File: src/hdl/rp_pkg.sv
`default_nettype none

package rp_pkg;

  ////////////////////////////////////////
  // adc samples
  ////////////////////////////////////////

  localparam int unsigned ADC_DW = 14;

  typedef logic        [ADC_DW-1:0] adc_raw_t;  // offset binary, negative slope
  typedef logic signed [ADC_DW-1:0] adc_smp_t;  // two's complement

  ////////////////////////////////////////
  // system bus
  ////////////////////////////////////////

  localparam int unsigned SYS_AW = 32;
  localparam int unsigned SYS_DW = 32;
  localparam int unsigned SYS_SW = 20;  // offset bits per region

  typedef logic [SYS_AW-1:0] sys_addr_t;
  typedef logic [SYS_DW-1:0] sys_data_t;

  // address bits 22:20
  typedef enum logic [2:0] {
    REG_HK       = 3'd0,
    REG_SCOPE_01 = 3'd1,  // unmapped from here on, except ams
    REG_SCOPE_23 = 3'd2,
    REG_ASG      = 3'd3,
    REG_AMS      = 3'd4,
    REG_DAISY    = 3'd5,
    REG_SPARE_6  = 3'd6,
    REG_SPARE_7  = 3'd7
  } sys_region_e;

  // housekeeping offsets
  typedef enum logic [SYS_SW-1:0] {
    HK_ID      = 20'h00,  // read only
    HK_EXP_DIR = 20'h10,
    HK_EXP_OUT = 20'h18,
    HK_EXP_IN  = 20'h20,  // read only, live pins
    HK_LED     = 20'h30
  } hk_reg_e;

  // pdm setting offsets
  typedef enum logic [SYS_SW-1:0] {
    AMS_PDM_A = 20'h20,
    AMS_PDM_B = 20'h24,
    AMS_PDM_C = 20'h28,
    AMS_PDM_D = 20'h2C
  } ams_reg_e;

  ////////////////////////////////////////
  // misc
  ////////////////////////////////////////

  typedef logic [7:0] pdm_cfg_t;

  localparam int unsigned PDM_RNG     = 255;
  localparam sys_data_t   HK_ID_VALUE = 32'h5250_0001;
  localparam int unsigned LED_W       = 8;

endpackage

`default_nettype wire

File: src/hdl/rp_adc_frontend.sv
`timescale 1ns/1ps
`default_nettype none

module rp_adc_frontend import rp_pkg::*; #(
  parameter int unsigned NCH = 4
) (
  input  wire logic               adc_clk_01,
  input  wire logic               reset_i,
  input  adc_raw_t [NCH-1:0]      adc_raw_i,  // captured words, one per channel
  output adc_smp_t [NCH-1:0]      adc_dat_o
);

  adc_smp_t [NCH-1:0] conv_q;  // stage 1, converted
  adc_smp_t [NCH-1:0] dat_q;   // stage 2, retimed

  ////////////////////////////////////////
  // conversion stage
  ////////////////////////////////////////

  // msb kept, rest inverted
  // neg slope offset binary -> two's complement
  always_ff @(posedge adc_clk_01) begin
    if (reset_i) begin
      conv_q <= '0;
    end else begin
      for (int ch = 0; ch < NCH; ch++) begin
        conv_q[ch] <= {adc_raw_i[ch][ADC_DW-1], ~adc_raw_i[ch][ADC_DW-2:0]};
      end
    end
  end

  ////////////////////////////////////////
  // retiming stage
  ////////////////////////////////////////

  always_ff @(posedge adc_clk_01) begin
    if (reset_i) begin
      dat_q <= '0;
    end else begin
      dat_q <= conv_q;  // second register, 2 cycles total
    end
  end

  assign adc_dat_o = dat_q;

endmodule

`default_nettype wire

File: src/hdl/rp_sys_bus_decoder.sv
`timescale 1ns/1ps
`default_nettype none

module rp_sys_bus_decoder import rp_pkg::*; (
  input  wire logic              adc_clk_01,
  input  wire logic              reset_i,
  // master side
  input  sys_addr_t              sys_addr_i,
  input  sys_data_t              sys_wdata_i,
  input  wire logic              sys_wen_i,
  input  wire logic              sys_ren_i,
  output sys_data_t              sys_rdata_o,
  output logic                   sys_ack_o,
  output logic                   sys_err_o,
  // shared target request
  output logic [SYS_SW-1:0]      tgt_addr_o,
  output sys_data_t              tgt_wdata_o,
  output logic                   hk_wen_o,
  output logic                   hk_ren_o,
  output logic                   ams_wen_o,
  output logic                   ams_ren_o,
  // target responses
  input  sys_data_t              hk_rdata_i,
  input  wire logic              hk_ack_i,
  input  wire logic              hk_err_i,
  input  sys_data_t              ams_rdata_i,
  input  wire logic              ams_ack_i,
  input  wire logic              ams_err_i
);

  sys_region_e region;    // region of current request
  sys_region_e region_q;  // region of request in flight
  logic        req;
  logic        unm_ack_q; // own answer for unmapped regions

  assign region = sys_region_e'(sys_addr_i[SYS_SW+2:SYS_SW]);
  assign req    = sys_wen_i | sys_ren_i;

  // steer pulse, offset and data to the targets
  assign tgt_addr_o  = sys_addr_i[SYS_SW-1:0];
  assign tgt_wdata_o = sys_wdata_i;
  assign hk_wen_o    = sys_wen_i && (region == REG_HK);
  assign hk_ren_o    = sys_ren_i && (region == REG_HK);
  assign ams_wen_o   = sys_wen_i && (region == REG_AMS);
  assign ams_ren_o   = sys_ren_i && (region == REG_AMS);

  always_ff @(posedge adc_clk_01) begin
    if (reset_i) begin
      region_q  <= REG_HK;
      unm_ack_q <= 1'b0;
    end else begin
      if (req) region_q <= region;  // held until next request
      unm_ack_q <= req && (region != REG_HK) && (region != REG_AMS);
    end
  end

  ////////////////////////////////////////
  // response multiplexer
  ////////////////////////////////////////

  always_comb begin
    case (region_q)
      REG_HK: begin
        sys_rdata_o = hk_rdata_i;
        sys_ack_o   = hk_ack_i;
        sys_err_o   = hk_err_i;
      end
      REG_AMS: begin
        sys_rdata_o = ams_rdata_i;
        sys_ack_o   = ams_ack_i;
        sys_err_o   = ams_err_i;
      end
      default: begin  // nothing behind it
        sys_rdata_o = '0;
        sys_ack_o   = unm_ack_q;
        sys_err_o   = unm_ack_q;
      end
    endcase
  end

  // every answer traces back to a request one cycle before
  a_ack_after_req: assert property (@(posedge adc_clk_01) disable iff (reset_i)
    sys_ack_o |-> $past(req));

endmodule

`default_nettype wire

File: src/hdl/rp_hk.sv
`timescale 1ns/1ps
`default_nettype none

module rp_hk import rp_pkg::*; #(
  parameter int unsigned DWE = 11
) (
  input  wire logic              adc_clk_01,
  input  wire logic              reset_i,
  // bus
  input  wire logic [SYS_SW-1:0] addr_i,
  input  sys_data_t              wdata_i,
  input  wire logic              wen_i,
  input  wire logic              ren_i,
  output sys_data_t              rdata_o,
  output logic                   ack_o,
  output logic                   err_o,
  // board pins
  output logic [LED_W-1:0]       led_o,
  output logic [DWE-1:0]         exp_p_o,
  output logic [DWE-1:0]         exp_p_dir_o,  // 1 = drive
  input  wire logic [DWE-1:0]    exp_p_i
);

  logic [LED_W-1:0] led_q;
  logic [DWE-1:0]   exp_out_q;
  logic [DWE-1:0]   exp_dir_q;
  logic             ack_q;
  logic             err_q;
  sys_data_t        rdata_q;
  sys_data_t        rd_data;  // decoded read value
  logic             rd_ok;
  logic             wr_ok;

  ////////////////////////////////////////
  // offset decode
  ////////////////////////////////////////

  always_comb begin
    rd_data = '0;
    rd_ok   = 1'b1;
    case (hk_reg_e'(addr_i))
      HK_ID:      rd_data = HK_ID_VALUE;
      HK_EXP_DIR: rd_data = sys_data_t'(exp_dir_q);
      HK_EXP_OUT: rd_data = sys_data_t'(exp_out_q);
      HK_EXP_IN:  rd_data = sys_data_t'(exp_p_i);  // live pins
      HK_LED:     rd_data = sys_data_t'(led_q);
      default:    rd_ok   = 1'b0;
    endcase
  end

  // only three writable offsets
  assign wr_ok = (addr_i == HK_EXP_DIR) || (addr_i == HK_EXP_OUT) || (addr_i == HK_LED);

  ////////////////////////////////////////
  // registers
  ////////////////////////////////////////

  always_ff @(posedge adc_clk_01) begin
    if (reset_i) begin
      led_q     <= '0;  // leds off
      exp_out_q <= '0;
      exp_dir_q <= '0;  // all inputs
      ack_q     <= 1'b0;
      err_q     <= 1'b0;
    end else begin
      ack_q <= wen_i | ren_i;
      err_q <= (wen_i & ~wr_ok) | (ren_i & ~rd_ok);
      if (wen_i) begin
        case (hk_reg_e'(addr_i))
          HK_EXP_DIR: exp_dir_q <= wdata_i[DWE-1:0];
          HK_EXP_OUT: exp_out_q <= wdata_i[DWE-1:0];
          HK_LED:     led_q     <= wdata_i[LED_W-1:0];
          default: ;  // read only or unknown, flagged above
        endcase
      end
    end
  end

  always_ff @(posedge adc_clk_01) begin
    if (ren_i) rdata_q <= rd_data;
  end

  assign rdata_o     = rdata_q;
  assign ack_o       = ack_q;
  assign err_o       = err_q;
  assign led_o       = led_q;
  assign exp_p_o     = exp_out_q;
  assign exp_p_dir_o = exp_dir_q;

  // decoder only ever forwards one kind of pulse
  a_no_wr_rd: assert property (@(posedge adc_clk_01) disable iff (reset_i)
    !(wen_i && ren_i));

endmodule

`default_nettype wire

File: src/hdl/rp_ams.sv
`timescale 1ns/1ps
`default_nettype none

module rp_ams import rp_pkg::*; (
  input  wire logic              adc_clk_01,
  input  wire logic              reset_i,
  // bus
  input  wire logic [SYS_SW-1:0] addr_i,
  input  sys_data_t              wdata_i,
  input  wire logic              wen_i,
  input  wire logic              ren_i,
  output sys_data_t              rdata_o,
  output logic                   ack_o,
  output logic                   err_o,
  // pdm settings, a..d
  output pdm_cfg_t [3:0]         pdm_cfg_o
);

  pdm_cfg_t [3:0] cfg_q;
  logic           ack_q;
  logic           err_q;
  sys_data_t      rdata_q;
  logic           hit;     // offset is one of the four

  assign hit = (addr_i == AMS_PDM_A) || (addr_i == AMS_PDM_B) ||
               (addr_i == AMS_PDM_C) || (addr_i == AMS_PDM_D);

  always_ff @(posedge adc_clk_01) begin
    if (reset_i) begin
      cfg_q <= '0;
      ack_q <= 1'b0;
      err_q <= 1'b0;
    end else begin
      ack_q <= wen_i | ren_i;
      err_q <= (wen_i | ren_i) & ~hit;
      if (wen_i) begin
        case (ams_reg_e'(addr_i))
          AMS_PDM_A: cfg_q[0] <= wdata_i[7:0];  // low byte only
          AMS_PDM_B: cfg_q[1] <= wdata_i[7:0];
          AMS_PDM_C: cfg_q[2] <= wdata_i[7:0];
          AMS_PDM_D: cfg_q[3] <= wdata_i[7:0];
          default: ;
        endcase
      end
    end
  end

  // readback zero extended, unknown reads zero
  always_ff @(posedge adc_clk_01) begin
    if (ren_i) begin
      rdata_q <= hit ? sys_data_t'(cfg_q[addr_i[3:2]]) : '0;
    end
  end

  assign rdata_o   = rdata_q;
  assign ack_o     = ack_q;
  assign err_o     = err_q;
  assign pdm_cfg_o = cfg_q;

endmodule

`default_nettype wire

File: src/hdl/rp_pdm.sv
`timescale 1ns/1ps
`default_nettype none

module rp_pdm import rp_pkg::*; (
  input  wire logic      adc_clk_01,
  input  wire logic      reset_i,
  input  pdm_cfg_t [3:0] pdm_cfg_i,
  output logic [3:0]     dac_pwm_o
);

  localparam logic [8:0] RNG = 9'(PDM_RNG);

  ////////////////////////////////////////
  // one accumulator per channel
  ////////////////////////////////////////

  for (genvar ch = 0; ch < 4; ch++) begin : g_ch
    logic [7:0] acc_q;  // always below range
    logic [8:0] sum;    // needs carry, up to 254 + 255
    logic       pdm_q;

    assign sum = {1'b0, acc_q} + {1'b0, pdm_cfg_i[ch]};

    always_ff @(posedge adc_clk_01) begin
      if (reset_i) begin
        acc_q <= '0;
        pdm_q <= 1'b0;
      end else if (sum >= RNG) begin
        acc_q <= 8'(sum - RNG);  // wrap, emit a one
        pdm_q <= 1'b1;
      end else begin
        acc_q <= sum[7:0];
        pdm_q <= 1'b0;
      end
    end

    assign dac_pwm_o[ch] = pdm_q;

    // modulo rule keeps the count exact over any 255 cycles
    a_acc_range: assert property (@(posedge adc_clk_01) disable iff (reset_i)
      acc_q < RNG[7:0]);
  end

endmodule

`default_nettype wire

File: src/hdl/rp_top.sv
`timescale 1ns/1ps
`default_nettype none

module rp_top import rp_pkg::*; #(
  parameter int unsigned NCH = 4,   // adc channels
  parameter int unsigned DWE = 11   // expansion connector width
) (
  input  wire logic           adc_clk_01,
  input  wire logic           reset_i,
  // adc
  input  adc_raw_t [NCH-1:0]  adc_raw_i,
  output adc_smp_t [NCH-1:0]  adc_dat_o,
  // system bus
  input  sys_addr_t           sys_addr_i,
  input  sys_data_t           sys_wdata_i,
  input  wire logic           sys_wen_i,
  input  wire logic           sys_ren_i,
  output sys_data_t           sys_rdata_o,
  output logic                sys_ack_o,
  output logic                sys_err_o,
  // board
  output logic [LED_W-1:0]    led_o,
  output logic [DWE-1:0]      exp_p_o,
  output logic [DWE-1:0]      exp_p_dir_o,
  input  wire logic [DWE-1:0] exp_p_i,
  output logic [3:0]          dac_pwm_o
);

  logic [SYS_SW-1:0] tgt_addr;
  sys_data_t         tgt_wdata;
  logic              hk_wen, hk_ren, hk_ack, hk_err;
  logic              ams_wen, ams_ren, ams_ack, ams_err;
  sys_data_t         hk_rdata, ams_rdata;
  pdm_cfg_t [3:0]    pdm_cfg;

  ////////////////////////////////////////
  // adc path
  ////////////////////////////////////////

  rp_adc_frontend #(.NCH(NCH)) u_adc (
    .adc_clk_01 (adc_clk_01), .reset_i (reset_i),
    .adc_raw_i  (adc_raw_i),  .adc_dat_o (adc_dat_o)
  );

  ////////////////////////////////////////
  // bus and register blocks
  ////////////////////////////////////////

  rp_sys_bus_decoder u_dec (
    .adc_clk_01  (adc_clk_01),  .reset_i     (reset_i),
    .sys_addr_i  (sys_addr_i),  .sys_wdata_i (sys_wdata_i),
    .sys_wen_i   (sys_wen_i),   .sys_ren_i   (sys_ren_i),
    .sys_rdata_o (sys_rdata_o), .sys_ack_o   (sys_ack_o),
    .sys_err_o   (sys_err_o),
    .tgt_addr_o  (tgt_addr),    .tgt_wdata_o (tgt_wdata),
    .hk_wen_o    (hk_wen),      .hk_ren_o    (hk_ren),
    .ams_wen_o   (ams_wen),     .ams_ren_o   (ams_ren),
    .hk_rdata_i  (hk_rdata),    .hk_ack_i    (hk_ack),    .hk_err_i  (hk_err),
    .ams_rdata_i (ams_rdata),   .ams_ack_i   (ams_ack),   .ams_err_i (ams_err)
  );

  rp_hk #(.DWE(DWE)) u_hk (
    .adc_clk_01 (adc_clk_01), .reset_i (reset_i),
    .addr_i     (tgt_addr),   .wdata_i (tgt_wdata),
    .wen_i      (hk_wen),     .ren_i   (hk_ren),
    .rdata_o    (hk_rdata),   .ack_o   (hk_ack),   .err_o (hk_err),
    .led_o      (led_o),
    .exp_p_o    (exp_p_o),    .exp_p_dir_o (exp_p_dir_o),
    .exp_p_i    (exp_p_i)
  );

  rp_ams u_ams (
    .adc_clk_01 (adc_clk_01), .reset_i (reset_i),
    .addr_i     (tgt_addr),   .wdata_i (tgt_wdata),
    .wen_i      (ams_wen),    .ren_i   (ams_ren),
    .rdata_o    (ams_rdata),  .ack_o   (ams_ack),  .err_o (ams_err),
    .pdm_cfg_o  (pdm_cfg)
  );

  ////////////////////////////////////////
  // pdm outputs
  ////////////////////////////////////////

  rp_pdm u_pdm (
    .adc_clk_01 (adc_clk_01), .reset_i   (reset_i),
    .pdm_cfg_i  (pdm_cfg),    .dac_pwm_o (dac_pwm_o)
  );

endmodule

`default_nettype wire

File: config.mk
export PLATFORM = sky130hd
export DESIGN_NAME = rp_top
export DESIGN_NICKNAME = d
export VERILOG_FILES = /design/src/hdl/rp_pkg.sv /design/src/hdl/rp_adc_frontend.sv /design/src/hdl/rp_sys_bus_decoder.sv /design/src/hdl/rp_hk.sv /design/src/hdl/rp_ams.sv /design/src/hdl/rp_pdm.sv /design/src/hdl/rp_top.sv
export SDC_FILE = /design/constraint.sdc
export NUM_CORES = 1
export LEC_CHECK = 0
export ABC_AREA = 1
export BUFFER_PORTS_ARGS = -buffer_cell sky130_fd_sc_hd__buf_2
export CORE_ASPECT_RATIO = 2
export CORE_MARGIN = 2
export CORE_UTILIZATION = 56
export DETAILED_ROUTE_END_ITERATION = 10
export PLACE_DENSITY = 0.92
export REMOVE_ABC_BUFFERS = 1
export SLEW_MARGIN = 40
export SYNTH_ARGS = -nofsm -noshare
export SYNTH_HDL_FRONTEND = slang
export SYNTH_HIERARCHICAL = 1
export SYNTH_SLANG_ARGS = --single-unit
File: constraint.sdc
create_clock -name adc_clk_01 -period 2.5 [get_ports adc_clk_01]
set_input_delay 0.5 -clock adc_clk_01 [delete_from_list [all_inputs] [get_ports adc_clk_01]]
set_output_delay 0.5 -clock adc_clk_01 [all_outputs]
set_load 0.05 [all_outputs]
==> Word-level counts from Yosys, hierarchy flattened <==
Cells that the tools add are included.
{ "word_totals": {"register_bits": 282, "out_inout_bits": 124, "word_cells": 107} }
{ "classes": {"addsub": 8, "n_lt_le_gt_ge": 5, "eq_ne": 10, "mux": 15, "n_bitwise": 14, "n_reduce_logical": 23} }
{ "op_table": {"columns": ["operator", "n"], "rows": [
  ["one-hot mux 31 bit (5 select lines)", 1],
  ["equality test 20 x 6 -> 1 bit, second input constant", 5],
  ["one-hot mux 32 bit (2 select lines)", 1],
  ["NOT 13 bit", 4],
  ["equality test 20 x 5 -> 1 bit, second input constant", 2],
  ["2-to-1 mux 8 bit", 5],
  ["adder 8 x 8 -> 9 bit", 4],
  ["greater-or-equal comparator 9 x 8 -> 1 bit, second input constant", 4],
  ["subtractor 8 bit, second input constant", 4],
  ["zero test 20 bit", 1],
  ["binary-select mux 8 bit (select 2 bit)", 1],
  ["AND reduction 2 bit", 7],
  ["equality test 3 bit, second input constant", 2],
  ["logical AND 1 bit", 6],
  ["zero test 3 bit", 2],
  ["logical OR 1 bit", 5],
  ["2-to-1 mux 1 bit", 5],
  ["OR reduction 5 bit", 1],
  ["bitwise OR 1 bit", 4],
  ["one-hot mux 1 bit (2 select lines)", 2],
  ["AND 1 bit", 3],
  ["less-than comparator 2 x 3 -> 1 bit, second input constant", 1],
  ["inequality test 3 bit, second input constant", 1],
  ["NOT 1 bit", 3],
  ["nonzero test 3 bit", 1]
]} }

==> Longest topological paths before layout <==
{ "logic_depth": {"word_depth": 6, "mapped_depth": 15, "depth_no_buf": 15} }

==> Cells and area by module <==
Netlist, hierarchy kept.
{ "by_module_without_submodules": {"columns": ["mod", "n_inst", "cells_each", "area_per_inst_um2"], "rows": [
  ["rp_pdm", 1, 507, 3681.0],
  ["rp_adc_frontend", 1, 296, 2950.3],
  ["rp_ams", 1, 315, 2457.4],
  ["rp_hk", 1, 360, 2439.8],
  ["rp_sys_bus_decoder", 1, 202, 1147.4]
]} }

==> Worst setup path before layout <==
No wires, ideal clock.
{ "synth_timing": {"kind": "register -> register", "start": "register u_ams.cfg_q, in the netlist u_ams/pdm_cfg_o[8]", "end": "register u_pdm.g_ch[1].acc_q[1]", "setup_time_ns": 0.113, "t_arrival_ns": 1.987, "required_time_ns": 2.387, "setup_slack_ns": 0.400, "stages_incl_launch_ff": 15, "path_buffers": 0, "cell_sequence": "dfxtp_1 -> ha_1 -> fa_1 -> ha_1 -> inv_1 -> nor2_1 -> nand3_1 -> nor2_1 -> nand3_1 -> nand2_2 -> nand2_4 -> nand2_4 -> inv_2 -> nor2_1 -> nor2_1"} }
{ "synth_via": {"elab_chain_cells": 3, "elab_cells_between_ends": 4, "classes_between": "2 x add/sub; 1 x order compare; 1 x mux"} }
{ "synth_lines": {"columns": ["item", "line", "source"], "rows": [
  ["from (decl)", "rp_ams.sv:19", "pdm_cfg_t [3:0] cfg_q;"],
  ["adder 8 x 8 -> 9 bit *", "rp_pdm.sv:22", "assign sum = {1'b0, acc_q} + {1'b0, pdm_cfg_i[ch]};"],
  ["subtractor 8 bit or greater-or-equal comparator 9 x 8 -> 1 bit (tied branches)", "rp_pdm.sv:29, rp_pdm.sv:28", null],
  ["2-to-1 mux 8 bit *", "rp_pdm.sv:28", "end else if (sum >= RNG) begin"],
  ["to (signal assigned)", "rp_pdm.sv:29", "acc_q <= 8'(sum - RNG);"],
  ["to (signal assigned)", "rp_pdm.sv:32", "acc_q <= sum[7:0];"],
  ["to (decl)", "rp_pdm.sv:18", "logic [7:0] acc_q;"]
]} }
Every way passes the cells marked *; elsewhere a longest branch is shown, timed or not.
A chain may end at the register's enable or synchronous reset.

==> Final worst setup path <==
{ "layout_timing": {"start": "register u_dec.region_q[0]", "end": "output sys_rdata_o[1]"} }
{ "layout_via": {"elab_chain_cells": 2, "elab_cells_between_ends": 3, "classes_between": "1 x eq/ne; 1 x mux; 1 x reduce/logical"} }
{ "layout_lines": {"columns": ["item", "line", "source"], "rows": [
  ["from (decl)", "rp_sys_bus_decoder.sv:32", "sys_region_e region_q;"],
  ["from (signal assigned)", "rp_sys_bus_decoder.sv:52", "if (req) region_q <= region;"],
  ["equality test 3 bit or zero test 3 bit (tied branches)", "rp_sys_bus_decoder.sv:62", "case (region_q)"],
  ["one-hot mux 32 bit (2 select lines) *", "rp_sys_bus_decoder.sv:62", null],
  ["to (decl)", "rp_top.sv:18", "output sys_data_t sys_rdata_o,"]
]} }
Marked as above.

==> results.cfg <==
[outcome]
status = complete, no violations

[global_routing]
antenna_found_initial = 0
overflow = 0
grt_pass1_wl_um = 47900
track_usage_pct = 25.3
grt_max_degree = 71
first_global_vias = 10700

[setup_path]
path_max_fanout = 68
start_kind = flip-flop
critPathKind = reg2out
endpoint_kind = primary output
worst_ep_arrival_time_ns = 1.89
crit_required_ns = 2.00

[clocking]
clockBufferDepth = 3
cts_setup_buffers = 0
clk_latency_ns = 0.52
cts-root-buf = clkbuf_16
clock_sinks = 238
cts_tree = built
htreeDepth = 1
cts-buffers-inserted = 21
clkTransAtPathRegs_ns = 0.07
holdBufCountCts = 0

[cells_and_area]
diodes = 0
ff_latch_area_mm2 = 0.00496
area_growth_syn_to_layout_pct = 12.6
postLayoutCoreUtil_pct = 63.9
fin_area_mm2 = 0.0141
drive_gt1_share_pct = 22.0
multiInputGateArea_mm2 = 0.00596
nFillCells = 1705
layout.nets = 1996

[die]
die_width_um = 110
rows = 77
die_h_um = 215
die_area_mm2 = 0.0236
core_mm2 = 0.0221
ios = 259
initial_core_util_pct = 56.7

[drt]
initialDrtViolationCount = 529
dr.pass1.iters = 9
drtAntennaViolNets = 0
routed_wl_um = 30100
drc_errors = 0
vias = 10900
wl_per_cell_um = 14.3
avgViaCountPerCell = 5.16

[synth]
synth_area_mm2 = 0.0125
synthCells = 1659
postSynthAreaPerCell_um2 = 7.55
synth_warnings = 6

[timing]
min_period_ns = 2.39
drv_slew = 0
worst_pin_slew_ns = 0.687
setup_violations = 0
fin_worst_skew_ns = 0.00923
rsz0062_at_grt = no
finalCritPeriodShare_pct = 95.5
max_slew_margin_pct = 54.0
hold_violations = 0
timing.fmax_mhz = 419

[placed_design]
hpwl_um = 22400
port_buffers = 212
gp_congestion = 0.934
placed_area_mm2 = 0.0134

[pwr]
p_per_area_mw_per_mm2 = 586
irDropWorstVdd_uv = 664
cellLeakagePower_nw = 7.55

[min_path]
hold_class = in2reg

[flow_run]
max_cap_viol_count = 0
[per-stage QoR]
| step | power [mW] | hold WS [ns] | TNS [ns] | std cells | worst slack (ns) |
|---|---|---|---|---|---|
| 2_1_floorplan | 4.63 | 0.388 | -2.42 | 1571 | -0.187 |
| 3_3_place_gp | 4.91 | 0.389 | 0 | 2074 | 0.210 |
| 3_5_place_dp | 4.93 | 0.392 | 0 | 2074 | 0.165 |
| 4_1_cts | 8.32 | 0.113 | 0 | 2111 | 0.115 |
| 5_1_grt | 8.54 | 0.118 | 0 | 2111 | 0.00352 |
| 6_report | 8.26 | 0.131 | 0 | 2111 | 0.113 |
[flip-flops by register name, indices dropped and copies added (netlist names), 4 cells and up]
signal and flops:
u_pdm/g_ch.acc_q 32, u_adc/adc_dat_o 56, u_ams/rdata_o 8, u_ams/pdm_cfg_o 32
u_hk/exp_p_dir_o 11, u_hk/rdata_o 12, u_pdm/g_ch.pdm_q 4, u_hk/exp_p_o 11
u_adc/conv_q 56, u_hk/led_o 8
[layout make-up]
cell class                      count  area share, %
Multi-Input combinational cell   1093           42.3
Sequential cell                   238           35.2
Tap cell                          276           2.45
Clock buffer                       24           3.95
Timing Repair Buffer              227           8.52
Inverter                          240           6.39
Clock inverter                     13           1.15
[layer usage]
layer,global-route usage (%),vias to the layer above,share of wire (%)
li1,-,5369,-
met1,22.5,4831,32
met2,46.9,527,51
met3,5.23,165,7.7
met4,20.0,0,8.6
met5,0,-,0
[where the power goes]
| group | switching [mW] | total [mW] | leakage [nW] | internal, mW |
|---|---|---|---|---|
| Clock | 1.48 | 3.41 | 0.356 | 1.94 |
| Sequential | 0.0266 | 3.96 | 1.95 | 3.93 |
| Combinational | 0.685 | 0.890 | 5.24 | 0.205 |
[timing repair]
item,CTS,global route
setup endpoints to repair,0,5
hold endpoints to repair,0,0
resized for setup,0,6
[critical path, cell delays in order (launching register included)]
cell	delay [ns]
dfxtp_1	0.35
nor2_4	0.14
buf_12	0.25
nand3_1	0.23
nand2_1	0.12
buf_2	0.26
[layout by cell type, fill, tap and decap left out, types with 3 or more instances in the layout]
cell type and n:
nand2_1 317, nor2_1 302, inv_1 222, dfxtp_1 218, buf_2 211, nand3_1 126
nand4_1 47, conb_1 40, a21oi_1 40, ha_1 35, clkbuf_16 21, nand2_2 21
edfxtp_1 20, nor2_2 18, inv_2 17, o22ai_1 16, xor2_1 16, nand2_4 15
nor2_4 15, buf_4 14, nand3_4 14, nand3_2 13, nand4_4 9, nor2_8 7
o21ai_0 6, clkinv_2 4, nand3b_1 4, bufinv_16 3, a21o_1 3, o21ai_1 3
xnor2_1 3, fa_1 3
[worst paths after layout]
check	startpoint	endpoint	slack, ns	depth (start not counted)
worst max-delay path	u_dec/region_q[0]	sys_rdata_o[1]	0.11	5
worst max register to register	u_ams/pdm_cfg_o[8]	u_pdm/g_ch[1].acc_q[0]	0.13	14
worst min register to register	u_adc/conv_q[23]	u_adc/adc_dat_o[23]	0.39	2
worst min-delay path	adc_raw_i[52]	u_adc/conv_q[52]	0.13	2
Note: power is estimated with default switching activity, not from simulation.
